**src/source/rv_pkg.sv**
```systemverilog
`default_nettype none

package rv_pkg;

    localparam int xlen = 32;
    localparam int mem_words = 1024;
    localparam int mem_aw = 10;

    // apb registers sit above the memory window
    localparam logic [31:0] reg_ctrl_addr = 32'h0000_1000;
    localparam logic [31:0] reg_status_addr = 32'h0000_1004;
    localparam logic [31:0] reg_retired_addr = 32'h0000_1008;

    localparam logic [xlen-1:0] ecall_word = 32'h0000_0073;
    // addi x0, x0, 0
    localparam logic [xlen-1:0] nop_word = 32'h0000_0013;

    typedef enum logic [6:0] {
        opc_op     = 7'b0110011,
        opc_op_imm = 7'b0010011,
        opc_lui    = 7'b0110111,
        opc_load   = 7'b0000011,
        opc_store  = 7'b0100011,
        opc_branch = 7'b1100011,
        opc_jal    = 7'b1101111,
        opc_system = 7'b1110011
    } opcode_e;

    typedef enum logic [2:0] {alu_add, alu_sub, alu_and, alu_or, alu_slt, alu_pass_b} alu_op_e;
    typedef enum logic [1:0] {res_alu, res_mem, res_pc_plus4} result_src_e;
    typedef enum logic [1:0] {fwd_reg, fwd_mem, fwd_wb} fwd_sel_e;
    typedef enum logic [1:0] {grant_none, grant_data, grant_apb, grant_fetch} grant_e;
    typedef enum logic {apb_idle, apb_access} apb_state_e;

    typedef struct packed {
        logic        reg_write;
        result_src_e result_src;
        logic        mem_write;
        logic        mem_read;
        logic        branch;
        logic        branch_ne;
        logic        jump;
        alu_op_e     alu_op;
        logic        alu_src_imm;
    } ctrl_t;

    typedef struct packed {
        logic            valid;
        logic [xlen-1:0] pc;
        logic [xlen-1:0] instr;
    } if_id_t;

    typedef struct packed {
        ctrl_t           ctrl;
        logic [xlen-1:0] rd1;
        logic [xlen-1:0] rd2;
        logic [4:0]      rs1;
        logic [4:0]      rs2;
        logic [4:0]      rd;
        logic [xlen-1:0] imm;
        logic [xlen-1:0] pc;
    } id_ex_t;

    typedef struct packed {
        logic            reg_write;
        result_src_e     result_src;
        logic            mem_write;
        logic            mem_read;
        logic [xlen-1:0] alu_result;
        logic [xlen-1:0] write_data;
        logic [4:0]      rd;
        logic [xlen-1:0] pc_plus4;
    } ex_mem_t;

    typedef struct packed {
        logic            reg_write;
        result_src_e     result_src;
        logic [xlen-1:0] alu_result;
        logic [xlen-1:0] read_data;
        logic [4:0]      rd;
        logic [xlen-1:0] pc_plus4;
    } mem_wb_t;

    typedef struct packed {
        logic              valid;
        logic              we;
        logic [mem_aw-1:0] addr;
        logic [xlen-1:0]   wdata;
    } mem_req_t;

endpackage

`default_nettype wire
```
**src/source/apb_host_port.sv**
```systemverilog
`default_nettype none

module apb_host_port import rv_pkg::*; (
    input  logic            clk,
    input  logic            rst,
    input  logic [31:0]     paddr,
    input  logic            psel,
    input  logic            penable,
    input  logic            pwrite,
    input  logic [31:0]     pwdata,
    input  logic            apb_grant,
    input  logic [xlen-1:0] mem_rdata,
    input  logic            halted,
    input  logic [31:0]     retired,
    output logic [31:0]     prdata,
    output logic            pready,
    output logic            pslverr,
    output mem_req_t        apb_req,
    output logic            run
);
    apb_state_e  state;
    logic        in_mem;
    logic        is_reg;
    logic        setup;
    logic        halted_q;
    logic [31:0] reg_rdata;

    assign in_mem = paddr < 32'(mem_words * 4);
    assign setup = (state == apb_idle) && psel && !penable;

    always_comb begin
        is_reg = 1'b1;
        case (paddr)
            reg_ctrl_addr:    reg_rdata = {31'b0, run};
            reg_status_addr:  reg_rdata = {30'b0, run, halted};
            reg_retired_addr: reg_rdata = retired;
            default: begin
                reg_rdata = '0;
                is_reg = 1'b0;
            end
        endcase
    end

    assign apb_req = '{valid: (state == apb_access) && psel && in_mem && !pready,
                       we: pwrite, addr: paddr[mem_aw+1:2], wdata: pwdata};

    always_ff @(posedge clk) begin
        if (rst) begin
            state <= apb_idle;
            pready <= 1'b0;
            pslverr <= 1'b0;
            run <= 1'b0;
            halted_q <= 1'b0;
        end else begin
            pready <= 1'b0;
            pslverr <= 1'b0;
            halted_q <= halted;
            // run drops at halt so the next write of 1 is a fresh start
            if (halted && !halted_q) begin
                run <= 1'b0;
            end
            case (state)
                apb_idle: begin
                    if (setup) begin
                        state <= apb_access;
                        if (!in_mem) begin
                            pready <= 1'b1;
                            pslverr <= !is_reg;
                            if (pwrite && paddr == reg_ctrl_addr) begin
                                run <= pwdata[0];
                            end
                        end
                    end
                end
                default: begin
                    if (pready) begin
                        state <= apb_idle;
                    end else if (apb_grant) begin
                        pready <= 1'b1;
                    end
                end
            endcase
        end
    end

    always_ff @(posedge clk) begin
        if (setup && !in_mem) begin
            prdata <= reg_rdata;
        end else if (apb_req.valid && apb_grant) begin
            prdata <= mem_rdata;
        end
    end

endmodule

`default_nettype wire

```
**config.mk**
```make
export PLATFORM = sky130hd
export DESIGN_NAME = apb_host_port
export DESIGN_NICKNAME = d
export VERILOG_FILES = /design/src/source/rv_pkg.sv /design/src/source/apb_host_port.sv
export SDC_FILE = /design/constraint.sdc
export NUM_CORES = 1
export LEC_CHECK = 0
export ABC_AREA = 1
export BUFFER_PORTS_ARGS = -buffer_cell sky130_fd_sc_hd__buf_2
export CAP_MARGIN = 25
export CORE_ASPECT_RATIO = 1.4
export CORE_MARGIN = 8
export CORE_UTILIZATION = 39
export DETAILED_ROUTE_END_ITERATION = 10
export PLACE_DENSITY = 0.86
export SYNTH_ARGS = -nofsm -noshare
export SYNTH_HDL_FRONTEND = slang
export SYNTH_SLANG_ARGS = --single-unit
export TNS_END_PERCENT = 50
```
**constraint.sdc**
```tcl
create_clock -name clk -period 4.4 [get_ports clk]
set_input_delay 1.1 -clock clk [delete_from_list [all_inputs] [get_ports clk]]
set_output_delay 1.1 -clock clk [all_outputs]
set_load 0.005 [all_outputs]
```
==> flow_summary.toml <==
[run_status]
status = "complete, no violations"

[clock_tree]
max-clock-path-buffers = 2
cts-htree-levels = 2
cts_tree = "yes"
cts.sink_count = 37
cts_hold_buf = 0
ctsResizeCount = 0
post_cts.repair.setup_buffers = 0
cts_root_buf = "clkbuf_8"
numCtsBuffers = 5
clock_latency_ns = 0.28
clk_pin_slew_worst_paths_ns = 0.07

[pwr]
p_leak_nw = 1.59
peakVddDrop_mv = 0.195
power.density_mw_per_mm2 = 267

[global_route]
grt_pass1_vias = 2306
overflow = 0
antenna_found_initial = 0
grt_usage_pct = 16.6
grt_pass1_wl_um = 12200
grt_max_degree = 37

[floorplan]
fp.dieW_um = 84.0
coreArea_sq_mm = 0.00625
ios = 214
rows = 34
die_area_sq_mm = 0.00935
die_h_um = 111
start_util_pct = 40.4

[yosys]
syn_area_sq_mm = 0.00253
ys_seq_area_share_pct = 42.0
ys_types = 25
yosys_warnings = 0
syn_inst = 291
synth_fp_nets = 426
synth-seq-cells = 37
synth_area_per_cell_sq_um = 8.69

[layout]
fin_nets = 533
fin_area_sq_mm = 0.00306
syn_to_final_growth_pct = 21.0
drive_gt1_share_pct = 50.1
diodes = 0
post-route-util_pct = 48.9

[min_path]
hold_class = "flip-flop to flip-flop"

[drt]
drtPass1Iterations = 4
wire_per_inst_um = 17.4
vias = 2194
ant_nets = 0
drt_iter0_drc = 90
via_per_inst = 4.66
drc = 0
routed_wl_um = 8180

[timing]
period_minus_slack_ns = 3.23
rsz0062_at_grt = "false"
post-route-period-util_pct = 73.3
timing.fmax_mhz = 310
hold_viol_final = 0
slew_violations = 0
timing.slew.headroom_pct = 65.1
setup_viol = 0
fin_skew_ns = 0.00962
tns_ns = 0
worst_slew_pin_slew_ns = 0.523

[critical_path]
start_kind = "input pin"
crit_type = "input pin to output port"
cp.required_ns = 3.30
end_kind = "output port"
critPathMaxFanout = 2
crit_arrival_ns = 2.13

[placed_design]
port-buffer-count = 151
hpwl_um = 7030
globalplace.congestion = 0.764
place_area_sq_mm = 0.00295

[flow_run]
maxCapViolations = 0
-- flip-flops by register name, summed over array words and instances (netlist names) --
signal / cells
prdata: 32
state: 1
pready: 1
halted_q: 1
pslverr: 1
run: 1
-- final cells by class --
cell class | instances | area (sq um)
Clock buffer | 6 | 72.6
Sequential cell | 37 | 1060
Inverter | 32 | 128
Tap cell | 72 | 90.1
Clock inverter | 2 | 33.8
Fill cell | 617 | 3190
Timing Repair Buffer | 152 | 763
Multi-Input combinational cell | 170 | 911
-- synthesized netlist by cell type, drive strengths merged --
library cell | instances | area [sq um]
nand2 | 94 | 370
buf | 52 | 432
nand3 | 39 | 345
edfxtp | 32 | 961
inv | 31 | 119
nor2 | 27 | 133
dfxtp | 5 | 100
a21oi | 3 | 15.0
nor3 | 3 | 20.0
o21ai | 2 | 10.0
clkinv | 1 | 8.76
nand3b | 1 | 7.51
or2 | 1 | 6.26
-- path summary, 6_finish.rpt --
check / slack, ns / end / startpoint / cells after the start
setup / recovery: 1.17 / apb_req[43] / paddr[21] / 8
hold / removal: 0.55 / state / pready / 3
hold reg to reg: 0.55 / state / pready / 3
setup reg to reg: 2.61 / prdata[6] / state / 4
-- metal layers --
| layer | vias up | routed length, um | track usage [%] | part of all wire [%] |
|---|---|---|---|---|
| li1 | 1088 | - | - | - |
| met1 | 947 | 2420 | 13.2 | 30 |
| met2 | 131 | 4020 | 28.4 | 49 |
| met3 | 28 | 1390 | 12.1 | 17 |
| met4 | 0 | 359 | 9.60 | 4.4 |
| met5 | - | 0 | 0 | 0 |
-- cells by family after synthesis --
group,synth area share (%)
simple gates,34.9
flops,42.0
buf+inv,22.1
compound gates,0.990
-- cells in the final DEF, fill, tap and decap left out --
cell type	instances
nand3_2	30
inv_4	1
nor3_2	1
inv_1	30
bufinv_16	1
buf_4	1
o21ai_0	1
edfxtp_1	32
clkbuf_1	1
nand2_2	1
nand2_1	91
clkbuf_8	5
or2_1	1
nand3_1	9
dfxtp_1	5
nand3b_1	1
nand2_4	2
clkinv_4	1
nor2_1	22
clkinv_1	1
buf_2	151
o21ai_2	1
nor2_4	1
a21oi_1	3
nor2_2	3
nor2_8	1
nor3_1	2
-- worst max-delay path, cell delays in order --
cell and delay (ns):
buf_2 0.09, nor2_1 0.09, nand2_1 0.08, nor2_1 0.12
nand3b_1 0.15, or2_1 0.27, nor2_1 0.10, buf_2 0.12
-- report_power, final --
part	leakage [nW]	internal [mW]	total [mW]	switching [mW]
logic	1.20	0.0618	0.134	0.0719
clock network	0.0528	0.167	0.277	0.110
registers	0.343	0.403	0.407	0.00414
total	1.59	0.632	0.818	0.186
-- through the flow --
stage / std cells / hold WS, ns / power, mW / setup WS [ns]
after floorplan: 291 / 0.496 / 0.502 / 0.796
after global placement: 463 / 0.524 / 0.546 / 1.19
after detailed placement: 463 / 0.541 / 0.551 / 1.17
after CTS: 471 / 0.552 / 0.830 / 1.17
after global routing: 471 / 0.593 / 0.857 / 1.04
final: 471 / 0.551 / 0.818 / 1.17
(Power assumes the default switching activity.)
