==> src/source/rv_pkg.sv <==
`default_nettype none

package rv_pkg;

    localparam int xlen = 32;
    localparam int mem_words = 1024;
    localparam int mem_aw = 10;

    // apb registers sit above the memory window
    localparam logic [31:0] reg_ctrl_addr = 32'h0000_1000;
    localparam logic [31:0] reg_status_addr = 32'h0000_1004;
    localparam logic [31:0] reg_retired_addr = 32'h0000_1008;

    localparam logic [xlen-1:0] ecall_word = 32'h0000_0073;
    // addi x0, x0, 0
    localparam logic [xlen-1:0] nop_word = 32'h0000_0013;

    typedef enum logic [6:0] {
        opc_op     = 7'b0110011,
        opc_op_imm = 7'b0010011,
        opc_lui    = 7'b0110111,
        opc_load   = 7'b0000011,
        opc_store  = 7'b0100011,
        opc_branch = 7'b1100011,
        opc_jal    = 7'b1101111,
        opc_system = 7'b1110011
    } opcode_e;

    typedef enum logic [2:0] {alu_add, alu_sub, alu_and, alu_or, alu_slt, alu_pass_b} alu_op_e;
    typedef enum logic [1:0] {res_alu, res_mem, res_pc_plus4} result_src_e;
    typedef enum logic [1:0] {fwd_reg, fwd_mem, fwd_wb} fwd_sel_e;
    typedef enum logic [1:0] {grant_none, grant_data, grant_apb, grant_fetch} grant_e;
    typedef enum logic {apb_idle, apb_access} apb_state_e;

    typedef struct packed {
        logic        reg_write;
        result_src_e result_src;
        logic        mem_write;
        logic        mem_read;
        logic        branch;
        logic        branch_ne;
        logic        jump;
        alu_op_e     alu_op;
        logic        alu_src_imm;
    } ctrl_t;

    typedef struct packed {
        logic            valid;
        logic [xlen-1:0] pc;
        logic [xlen-1:0] instr;
    } if_id_t;

    typedef struct packed {
        ctrl_t           ctrl;
        logic [xlen-1:0] rd1;
        logic [xlen-1:0] rd2;
        logic [4:0]      rs1;
        logic [4:0]      rs2;
        logic [4:0]      rd;
        logic [xlen-1:0] imm;
        logic [xlen-1:0] pc;
    } id_ex_t;

    typedef struct packed {
        logic            reg_write;
        result_src_e     result_src;
        logic            mem_write;
        logic            mem_read;
        logic [xlen-1:0] alu_result;
        logic [xlen-1:0] write_data;
        logic [4:0]      rd;
        logic [xlen-1:0] pc_plus4;
    } ex_mem_t;

    typedef struct packed {
        logic            reg_write;
        result_src_e     result_src;
        logic [xlen-1:0] alu_result;
        logic [xlen-1:0] read_data;
        logic [4:0]      rd;
        logic [xlen-1:0] pc_plus4;
    } mem_wb_t;

    typedef struct packed {
        logic              valid;
        logic              we;
        logic [mem_aw-1:0] addr;
        logic [xlen-1:0]   wdata;
    } mem_req_t;

endpackage

`default_nettype wire
==> src/source/rv_pipeline.sv <==
`default_nettype none

module rv_pipeline import rv_pkg::*; (
    input  logic            clk,
    input  logic            rst,
    input  logic            run,
    input  logic            fetch_grant,
    input  logic            data_grant,
    input  logic [xlen-1:0] mem_rdata,
    output mem_req_t        fetch_req,
    output mem_req_t        data_req,
    output logic            halted,
    output logic [31:0]     retired
);
    logic [xlen-1:0] pc;
    if_id_t          if_id;
    id_ex_t          id_ex;
    id_ex_t          id_ex_next;
    ex_mem_t         ex_mem;
    ex_mem_t         ex_mem_next;
    mem_wb_t         mem_wb;
    logic            valid_e;
    logic            valid_m;
    logic            valid_w;
    logic            run_q;
    logic            start;
    logic            is_ecall;
    logic            ecall_taken;
    logic            ecall_seen;
    logic            stall_f;
    logic            stall_d;
    logic            flush_d;
    logic            flush_e;
    logic            pc_redirect;
    logic [xlen-1:0] redirect_target;
    logic [xlen-1:0] mem_fwd_data;
    logic [xlen-1:0] wb_data;
    fwd_sel_e        fwd_a;
    fwd_sel_e        fwd_b;

    // rising edge of run restarts at pc 0
    assign start = run & ~run_q;
    assign ecall_taken = is_ecall & ~flush_e;

    assign fetch_req = '{valid: run_q & ~ecall_seen & ~ecall_taken, we: 1'b0,
                         addr: pc[mem_aw+1:2], wdata: '0};
    assign data_req = '{valid: ex_mem.mem_read | ex_mem.mem_write, we: ex_mem.mem_write,
                        addr: ex_mem.alu_result[mem_aw+1:2], wdata: ex_mem.write_data};

    always_ff @(posedge clk) begin
        if (rst) begin
            run_q <= 1'b0;
            ecall_seen <= 1'b0;
            halted <= 1'b0;
            retired <= '0;
        end else begin
            run_q <= run;
            if (start) begin
                ecall_seen <= 1'b0;
                halted <= 1'b0;
                retired <= '0;
            end else begin
                if (ecall_taken) begin
                    ecall_seen <= 1'b1;
                end
                // older instructions have drained
                if (ecall_seen && !valid_e && !valid_m && !valid_w) begin
                    halted <= 1'b1;
                end
                if (valid_w) begin
                    retired <= retired + 32'd1;
                end
            end
        end
    end

    always_ff @(posedge clk) begin
        if (rst || start) begin
            pc <= '0;
        end else if (pc_redirect) begin
            pc <= redirect_target;
        end else if (!stall_f) begin
            pc <= pc + 32'd4;
        end
    end

    always_ff @(posedge clk) begin
        if (rst || start || flush_d) begin
            if_id <= '{valid: 1'b0, pc: '0, instr: nop_word};
        end else if (!stall_d) begin
            if_id <= '{valid: 1'b1, pc: pc, instr: mem_rdata};
        end
    end

    always_ff @(posedge clk) begin
        if (rst || start || flush_e) begin
            id_ex <= '0;
            valid_e <= 1'b0;
        end else begin
            id_ex <= id_ex_next;
            valid_e <= if_id.valid & ~is_ecall;
        end
    end

    always_ff @(posedge clk) begin
        if (rst || start) begin
            ex_mem <= '0;
            mem_wb <= '0;
            valid_m <= 1'b0;
            valid_w <= 1'b0;
        end else begin
            ex_mem <= ex_mem_next;
            valid_m <= valid_e;
            mem_wb <= '{reg_write: ex_mem.reg_write, result_src: ex_mem.result_src,
                        alu_result: ex_mem.alu_result,
                        read_data: data_grant ? mem_rdata : '0,
                        rd: ex_mem.rd, pc_plus4: ex_mem.pc_plus4};
            valid_w <= valid_m;
        end
    end

    assign mem_fwd_data = (ex_mem.result_src == res_pc_plus4) ? ex_mem.pc_plus4
                                                               : ex_mem.alu_result;

    always_comb begin
        case (mem_wb.result_src)
            res_mem:      wb_data = mem_wb.read_data;
            res_pc_plus4: wb_data = mem_wb.pc_plus4;
            default:      wb_data = mem_wb.alu_result;
        endcase
    end

    rv_decode u_decode (
        .clk        (clk),
        .rst        (rst),
        .if_id      (if_id),
        .wb_rd      (mem_wb.rd),
        .wb_data    (wb_data),
        .wb_we      (mem_wb.reg_write),
        .id_ex_next (id_ex_next),
        .is_ecall   (is_ecall)
    );

    rv_execute u_execute (
        .id_ex           (id_ex),
        .fwd_a           (fwd_a),
        .fwd_b           (fwd_b),
        .mem_fwd_data    (mem_fwd_data),
        .wb_fwd_data     (wb_data),
        .ex_mem_next     (ex_mem_next),
        .pc_redirect     (pc_redirect),
        .redirect_target (redirect_target)
    );

    rv_hazard_unit u_hazard (
        .rs1_d       (if_id.instr[19:15]),
        .rs2_d       (if_id.instr[24:20]),
        .id_ex       (id_ex),
        .ex_mem      (ex_mem),
        .mem_wb      (mem_wb),
        .pc_redirect (pc_redirect),
        .fetch_grant (fetch_grant),
        .stall_f     (stall_f),
        .stall_d     (stall_d),
        .flush_d     (flush_d),
        .flush_e     (flush_e),
        .fwd_a       (fwd_a),
        .fwd_b       (fwd_b)
    );

endmodule

`default_nettype wire

==> src/source/rv_hazard_unit.sv <==
`default_nettype none

module rv_hazard_unit import rv_pkg::*; (
    input  logic [4:0] rs1_d,
    input  logic [4:0] rs2_d,
    input  id_ex_t     id_ex,
    input  ex_mem_t    ex_mem,
    input  mem_wb_t    mem_wb,
    input  logic       pc_redirect,
    input  logic       fetch_grant,
    output logic       stall_f,
    output logic       stall_d,
    output logic       flush_d,
    output logic       flush_e,
    output fwd_sel_e   fwd_a,
    output fwd_sel_e   fwd_b
);
    logic load_use;

    // younger result in M wins over W
    function automatic fwd_sel_e fwd_select(input logic [4:0] rs, input ex_mem_t m,
                                            input mem_wb_t w);
        if (m.reg_write && m.rd != 5'd0 && m.rd == rs) begin
            return fwd_mem;
        end
        if (w.reg_write && w.rd != 5'd0 && w.rd == rs) begin
            return fwd_wb;
        end
        return fwd_reg;
    endfunction

    assign fwd_a = fwd_select(id_ex.rs1, ex_mem, mem_wb);
    assign fwd_b = fwd_select(id_ex.rs2, ex_mem, mem_wb);

    assign load_use = id_ex.ctrl.mem_read && id_ex.rd != 5'd0 &&
                      (id_ex.rd == rs1_d || id_ex.rd == rs2_d);

    assign stall_f = load_use | ~fetch_grant;
    assign stall_d = load_use;
    // lost fetch leaves nothing to latch into D
    assign flush_d = pc_redirect | (~fetch_grant & ~load_use);
    assign flush_e = pc_redirect | load_use;

endmodule

`default_nettype wire

==> src/source/rv_execute.sv <==
`default_nettype none

module rv_execute import rv_pkg::*; (
    input  id_ex_t          id_ex,
    input  fwd_sel_e        fwd_a,
    input  fwd_sel_e        fwd_b,
    input  logic [xlen-1:0] mem_fwd_data,
    input  logic [xlen-1:0] wb_fwd_data,
    output ex_mem_t         ex_mem_next,
    output logic            pc_redirect,
    output logic [xlen-1:0] redirect_target
);
    logic [xlen-1:0] src_a;
    logic [xlen-1:0] store_data;
    logic [xlen-1:0] src_b;
    logic [xlen-1:0] alu_result;
    logic            taken;

    function automatic logic [xlen-1:0] fwd_mux(input fwd_sel_e sel,
                                                input logic [xlen-1:0] reg_val,
                                                input logic [xlen-1:0] mem_val,
                                                input logic [xlen-1:0] wb_val);
        case (sel)
            fwd_mem: return mem_val;
            fwd_wb:  return wb_val;
            default: return reg_val;
        endcase
    endfunction

    assign src_a = fwd_mux(fwd_a, id_ex.rd1, mem_fwd_data, wb_fwd_data);
    assign store_data = fwd_mux(fwd_b, id_ex.rd2, mem_fwd_data, wb_fwd_data);
    assign src_b = id_ex.ctrl.alu_src_imm ? id_ex.imm : store_data;

    always_comb begin
        case (id_ex.ctrl.alu_op)
            alu_sub:    alu_result = src_a - src_b;
            alu_and:    alu_result = src_a & src_b;
            alu_or:     alu_result = src_a | src_b;
            alu_slt:    alu_result = {{(xlen-1){1'b0}}, $signed(src_a) < $signed(src_b)};
            alu_pass_b: alu_result = src_b;
            default:    alu_result = src_a + src_b;
        endcase
    end

    // beq/bne compare the forwarded register operands
    assign taken = id_ex.ctrl.branch & ((src_a == store_data) ^ id_ex.ctrl.branch_ne);
    assign pc_redirect = taken | id_ex.ctrl.jump;
    assign redirect_target = id_ex.pc + id_ex.imm;

    assign ex_mem_next = '{reg_write: id_ex.ctrl.reg_write,
                           result_src: id_ex.ctrl.result_src,
                           mem_write: id_ex.ctrl.mem_write,
                           mem_read: id_ex.ctrl.mem_read,
                           alu_result: alu_result,
                           write_data: store_data,
                           rd: id_ex.rd,
                           pc_plus4: id_ex.pc + 32'd4};

endmodule

`default_nettype wire

==> src/source/rv_decode.sv <==
`default_nettype none

module rv_decode import rv_pkg::*; (
    input  logic            clk,
    input  logic            rst,
    input  if_id_t          if_id,
    input  logic [4:0]      wb_rd,
    input  logic [xlen-1:0] wb_data,
    input  logic            wb_we,
    output id_ex_t          id_ex_next,
    output logic            is_ecall
);
    logic [xlen-1:0] regs [32];
    logic [xlen-1:0] instr;
    opcode_e         opcode;
    logic [2:0]      funct3;
    logic [4:0]      rs1;
    logic [4:0]      rs2;
    logic [xlen-1:0] rd1;
    logic [xlen-1:0] rd2;
    ctrl_t           ctrl;
    logic [xlen-1:0] imm;

    function automatic alu_op_e alu_op_for(input logic [2:0] f3, input logic sub);
        case (f3)
            3'b000:  return sub ? alu_sub : alu_add;
            3'b010:  return alu_slt;
            3'b110:  return alu_or;
            3'b111:  return alu_and;
            default: return alu_add;
        endcase
    endfunction

    assign instr = if_id.instr;
    assign opcode = opcode_e'(instr[6:0]);
    assign funct3 = instr[14:12];
    assign rs1 = instr[19:15];
    assign rs2 = instr[24:20];

    // x0 is never written, so regs[0] stays zero
    always_ff @(posedge clk) begin
        if (rst) begin
            for (int i = 0; i < 32; i++) begin
                regs[i] <= '0;
            end
        end else if (wb_we && wb_rd != 5'd0) begin
            regs[wb_rd] <= wb_data;
        end
    end

    // write-first: W result visible in the same cycle
    always_comb begin
        rd1 = regs[rs1];
        rd2 = regs[rs2];
        if (wb_we && wb_rd != 5'd0 && wb_rd == rs1) begin
            rd1 = wb_data;
        end
        if (wb_we && wb_rd != 5'd0 && wb_rd == rs2) begin
            rd2 = wb_data;
        end
    end

    always_comb begin
        ctrl = '0;
        imm = {{20{instr[31]}}, instr[31:20]};
        is_ecall = 1'b0;
        if (if_id.valid) begin
            case (opcode)
                opc_op: begin
                    ctrl.reg_write = 1'b1;
                    ctrl.alu_op = alu_op_for(funct3, instr[30]);
                end
                opc_op_imm: begin
                    ctrl.reg_write = 1'b1;
                    ctrl.alu_src_imm = 1'b1;
                    ctrl.alu_op = alu_op_for(funct3, 1'b0);
                end
                opc_lui: begin
                    ctrl.reg_write = 1'b1;
                    ctrl.alu_src_imm = 1'b1;
                    ctrl.alu_op = alu_pass_b;
                    imm = {instr[31:12], 12'b0};
                end
                opc_load: begin
                    ctrl.reg_write = 1'b1;
                    ctrl.mem_read = 1'b1;
                    ctrl.result_src = res_mem;
                    ctrl.alu_src_imm = 1'b1;
                end
                opc_store: begin
                    ctrl.mem_write = 1'b1;
                    ctrl.alu_src_imm = 1'b1;
                    imm = {{20{instr[31]}}, instr[31:25], instr[11:7]};
                end
                opc_branch: begin
                    ctrl.branch = 1'b1;
                    ctrl.branch_ne = funct3[0];
                    imm = {{19{instr[31]}}, instr[31], instr[7], instr[30:25], instr[11:8], 1'b0};
                end
                opc_jal: begin
                    ctrl.reg_write = 1'b1;
                    ctrl.jump = 1'b1;
                    ctrl.result_src = res_pc_plus4;
                    imm = {{11{instr[31]}}, instr[31], instr[19:12], instr[20], instr[30:21], 1'b0};
                end
                opc_system: is_ecall = (instr == ecall_word);
                default: ;
            endcase
        end
    end

    assign id_ex_next = '{ctrl: ctrl, rd1: rd1, rd2: rd2, rs1: rs1, rs2: rs2,
                          rd: instr[11:7], imm: imm, pc: if_id.pc};

endmodule

`default_nettype wire

==> config.mk <==
export PLATFORM = sky130hd
export DESIGN_NAME = rv_pipeline
export DESIGN_NICKNAME = d
export VERILOG_FILES = /design/src/source/rv_pkg.sv /design/src/source/rv_pipeline.sv /design/src/source/rv_hazard_unit.sv /design/src/source/rv_execute.sv /design/src/source/rv_decode.sv
export SDC_FILE = /design/constraint.sdc
export NUM_CORES = 2
export LEC_CHECK = 0
export ABC_CLOCK_PERIOD_IN_PS = 7750
export BUFFER_PORTS_ARGS = -buffer_cell sky130_fd_sc_hd__buf_2
export CORE_UTILIZATION = 26
export DETAILED_ROUTE_END_ITERATION = 10
export PLACE_DENSITY = 0.46
export SLEW_MARGIN = 20
export SYNTH_ARGS = -nofsm -noshare
export SYNTH_HDL_FRONTEND = slang
export SYNTH_SLANG_ARGS = --single-unit
==> constraint.sdc <==
create_clock -name clk -period 7.75 [get_ports clk]
set_clock_uncertainty 0.2 [all_clocks]
set_input_delay 1.1625 -clock clk [delete_from_list [all_inputs] [get_ports clk]]
set_output_delay 1.1625 -clock clk [all_outputs]
set_load 0.05 [all_outputs]
==> flow_summary.toml <==
[outcome]
status = "finished clean"

[sta]
grt_setup_unrepaired = "false"
achievable-frequency_ghz = 0.140
final-setup-viol-count = 0
timing.max_slew.rel_slack_pct = 20.9
timing_hold_violations_final = 0
worst-slew-pin-transition_ns = 1.18
finalMaxSlewViolations = 0
period_minus_ws_final_ns = 7.17
layout_worst_path_cycle_share_pct = 92.5
timing.setup.tns_ns = 0

[critical_path]
r2r-start = "ex_mem[33]$_SDFF_PP0_"
endpoint_kind = "primary output"
required_ns = 6.39
worst-endpoint-arrival_ns = 5.81
start_kind = "register"
ff2ff_path_depth = 20
criticalPathCategory = "register to primary output"
path_max_fanout = 13
r2r-end = "ex_mem[97]$_SDFF_PP0_"
ff2ff_setup_slack_ns = 0.96

[layout]
drive_gt1_share_pct = 22.3
synthToLayoutAreaGrowth_pct = 13.6
fin_nets = 6380
postLayoutCellArea_sq_um = 88900

[die]
die_w_um = 551
num_rows = 201
chipHeight_um = 551
fp.coreArea_sq_um = 300000
dieArea_sq_um = 303000
floorplan.initialDensity_pct = 26.1
number_of_primary_i_o_pins = 158

[yosys]
yosysUniqueCellTypes = 88
synth_seq_area_share_pct = 52.0
post_synth_edffs = 1024
synth-main-ff-cell = "sky130_fd_sc_hd__edfxtp_1"
synth_cells = 6322
postSynthAreaPerCell_sq_um = 12.4
syn-cell-area_sq_um = 78300
yosys_warnings = 0
ys_seq_elements = 1523
synth-async-reset-ratio_pct = 0

[detailed_routing]
met2_length_mm = 144
topRoutingLayerUsed = "met5"
met3WireLength_mm = 29.3
via_count = 55836
vias_per_cell = 5.41
first_iter_violations = 7202
drc = 0
count_of_nets_left_with_antenna_violations_after_detail_routing = 0
m1WireLength_mm = 136
post_drt_wl_per_cell_um = 31.0
wl_mm = 320
drt-pass1-iter-count = 6

[clock_tree]
cts_max_level = 4
cts_max_path_buffers = 4
cts_tree = "yes"
cts.root.buffer_cell = "sky130_fd_sc_hd__clkbuf_16"
clkSlewWorstSetupHoldPaths_ns = 0.06
cts_setup_buffers = 0
clock_sinks = 1523
clkLatencyLatePin_ns = 0.87
number_of_buffers_added_by_the_clock_tree_synthesis_step = 182
holdBufCountCts = 0
cts_resized = 0

[power]
leakage_uw = 0.0298
worst_case_vdd_ir_drop_uv = 178
power.density_nw_per_um2 = 222

[global_routing]
grt_max_degree = 110
via_count_of_the_first_global_routing_pass = 54066
gr-total-overflow = 0
first_pass_grt_wire_length_mm = 440
grt_antenna_before_repair = 21
groute.usage.overall_pct = 20.6

[placement]
numPortBuffers = 124
place.gp.congestion = 0.943
placedInstanceArea_sq_um = 83000
detailed_place_hpwl_mm = 200

[hold_path]
worst_hold_startpoint = "id_ex[152]$_SDFF_PP0_"
worstHoldEndpoint = "ex_mem[103]$_SDFF_PP0_"
min_delay_path_depth = 1
min-delay-path-class = "register to register"

[flow_run]
cap_violations = 0
==> logic make-up after synthesis <==
logic type               after synthesis  synth area share (%)
other                                  1               0.00479
adder cells (fa/ha/maj)              127                  2.04
AO/OA/AOI/OAI                        749                  6.46
multiplexers                         841                  21.1
flip-flops                          1523                  52.0
AND/OR/NAND/NOR                     2119                  11.9
XOR/XNOR                             212                  2.37
buffers and inverters                750                  4.13
==> how the worst max path moves through the flow <==
stage,from,cells past startpoint,slack [ns],end
floorplan,ex_mem[33]$_SDFF_PP0_,22,2.35,ex_mem[97]$_SDFF_PP0_
detailed placement,mem_wb[101]$_SDFF_PP0_,22,1.19,ex_mem[90]$_SDFF_PP0_
finish,mem_wb[35]$_SDFF_PP0_,13,0.58,fetch_req[43]
global placement,mem_wb[101]$_SDFF_PP0_,23,1.27,ex_mem[97]$_SDFF_PP0_
CTS,mem_wb[35]$_SDFF_PP0_,13,0.55,fetch_req[43]
global route,mem_wb[35]$_SDFF_PP0_,13,0.19,fetch_req[43]
==> state kept, by name (all words and copies together), names as in the netlist <==
name	flops
u_decode.regs	1024
id_ex	154
mem_wb	104
if_id	65
ex_mem	63
data_req	43
pc	32
retired	32
ecall_seen	1
halted	1
run_q	1
valid_e	1
valid_m	1
valid_w	1
==> per-stage QoR <==
stage,hold WS (ns),utilization [%],power (uW),instances,setup slack (ns)
5_1_grt,0.261,29.7,20300,10315,0.194
2_1_floorplan,0.206,-,10400,6386,2.35
6_report,0.242,29.7,19700,10326,0.582
3_3_place_gp,0.227,27.7,11200,9988,1.27
3_5_place_dp,0.230,27.7,11200,9988,1.19
4_1_cts,0.248,29.6,19800,10309,0.553
==> cell usage after synthesis, types with 24 or more instances <==
| cell type | instances | area (sq um) |
|---|---|---|
| sky130_fd_sc_hd__nor2_1 | 1372 | 5150 |
| sky130_fd_sc_hd__edfxtp_1 | 1024 | 30700 |
| sky130_fd_sc_hd__mux4_2 | 640 | 14400 |
| sky130_fd_sc_hd__dfxtp_1 | 499 | 9990 |
| sky130_fd_sc_hd__clkbuf_1 | 451 | 1690 |
| sky130_fd_sc_hd__nand2_1 | 191 | 717 |
| sky130_fd_sc_hd__a21oi_1 | 180 | 901 |
| sky130_fd_sc_hd__o21ai_0 | 129 | 646 |
| sky130_fd_sc_hd__ha_1 | 126 | 1580 |
| sky130_fd_sc_hd__and3_1 | 122 | 763 |
| sky130_fd_sc_hd__mux2i_1 | 122 | 1220 |
| sky130_fd_sc_hd__xor2_1 | 110 | 963 |
| sky130_fd_sc_hd__inv_1 | 109 | 409 |
| sky130_fd_sc_hd__xnor2_1 | 102 | 893 |
| sky130_fd_sc_hd__and2_1 | 100 | 626 |
| sky130_fd_sc_hd__a211oi_1 | 99 | 743 |
| sky130_fd_sc_hd__buf_4 | 92 | 691 |
| sky130_fd_sc_hd__mux2_2 | 79 | 890 |
| sky130_fd_sc_hd__nor3_1 | 69 | 345 |
| sky130_fd_sc_hd__buf_1 | 59 | 221 |
| sky130_fd_sc_hd__nand3_1 | 56 | 280 |
| sky130_fd_sc_hd__nand2b_1 | 50 | 313 |
| sky130_fd_sc_hd__a221o_1 | 42 | 420 |
| sky130_fd_sc_hd__a21o_1 | 30 | 225 |
| sky130_fd_sc_hd__buf_2 | 29 | 145 |
| sky130_fd_sc_hd__nand4_1 | 29 | 181 |
| sky130_fd_sc_hd__nor4_1 | 28 | 175 |
| sky130_fd_sc_hd__nor2b_1 | 26 | 163 |
| sky130_fd_sc_hd__o21a_1 | 24 | 180 |
==> cells in the final DEF (no fill, tap or decap), types with 99 or more instances in the layout <==
master,instances
sky130_fd_sc_hd__mux4_2,640
sky130_fd_sc_hd__a21oi_1,177
sky130_fd_sc_hd__mux2i_1,122
sky130_fd_sc_hd__ha_1,125
sky130_fd_sc_hd__and2_1,100
sky130_fd_sc_hd__clkbuf_16,187
sky130_fd_sc_hd__and3_1,122
sky130_fd_sc_hd__xor2_1,110
sky130_fd_sc_hd__a211oi_1,99
sky130_fd_sc_hd__o21ai_0,129
sky130_fd_sc_hd__edfxtp_1,1024
sky130_fd_sc_hd__nor2_1,1370
sky130_fd_sc_hd__dfxtp_1,486
sky130_fd_sc_hd__buf_4,152
sky130_fd_sc_hd__xnor2_1,102
sky130_fd_sc_hd__nand2_1,160
sky130_fd_sc_hd__buf_2,123
sky130_fd_sc_hd__inv_1,109
==> layer usage <==
layer | track usage, % | vias up
met4 | 6.74 | 2
met2 | 32.1 | 2873
met3 | 4.35 | 451
met1 | 28.5 | 29345
met5 | 0 | -
li1 | - | 23165
==> layout make-up <==
cell class | instances | area, sq um
clock buffer | 236 | 4950
sequential | 1523 | 40800
inverter | 112 | 420
fill | 30433 | 211000
tap | 3958 | 4950
antenna | 15 | 37.5
clock inverter | 85 | 872
multi-input combinational | 4113 | 35000
timing repair buffer | 284 | 1940
==> power breakdown <==
group / switching, uW / total (uW) / internal (uW) / leakage [uW]
logic: 1270 / 1980 / 706 / 0.0124
registers: 192 / 9100 / 8910 / 0.0146
clock network: 3620 / 8650 / 5030 / 0.00285
==> critical path, stage by stage (launching register included) <==
cell and delay, ns:
sky130_fd_sc_hd__dfxtp_1 0.63, sky130_fd_sc_hd__nor3_2 0.20, sky130_fd_sc_hd__a211oi_1 0.28, sky130_fd_sc_hd__and2_1 0.60, sky130_fd_sc_hd__nand2_1 0.56, sky130_fd_sc_hd__o221ai_1 0.54, sky130_fd_sc_hd__xor2_1 0.13, sky130_fd_sc_hd__nor4_1 0.35
sky130_fd_sc_hd__nand4_1 0.31, sky130_fd_sc_hd__nor4_1 0.51, sky130_fd_sc_hd__nor3_4 0.11, sky130_fd_sc_hd__a31oi_1 0.29, sky130_fd_sc_hd__and2_1 0.18, sky130_fd_sc_hd__buf_2 0.27
Power figures use the tool's default switching activity.
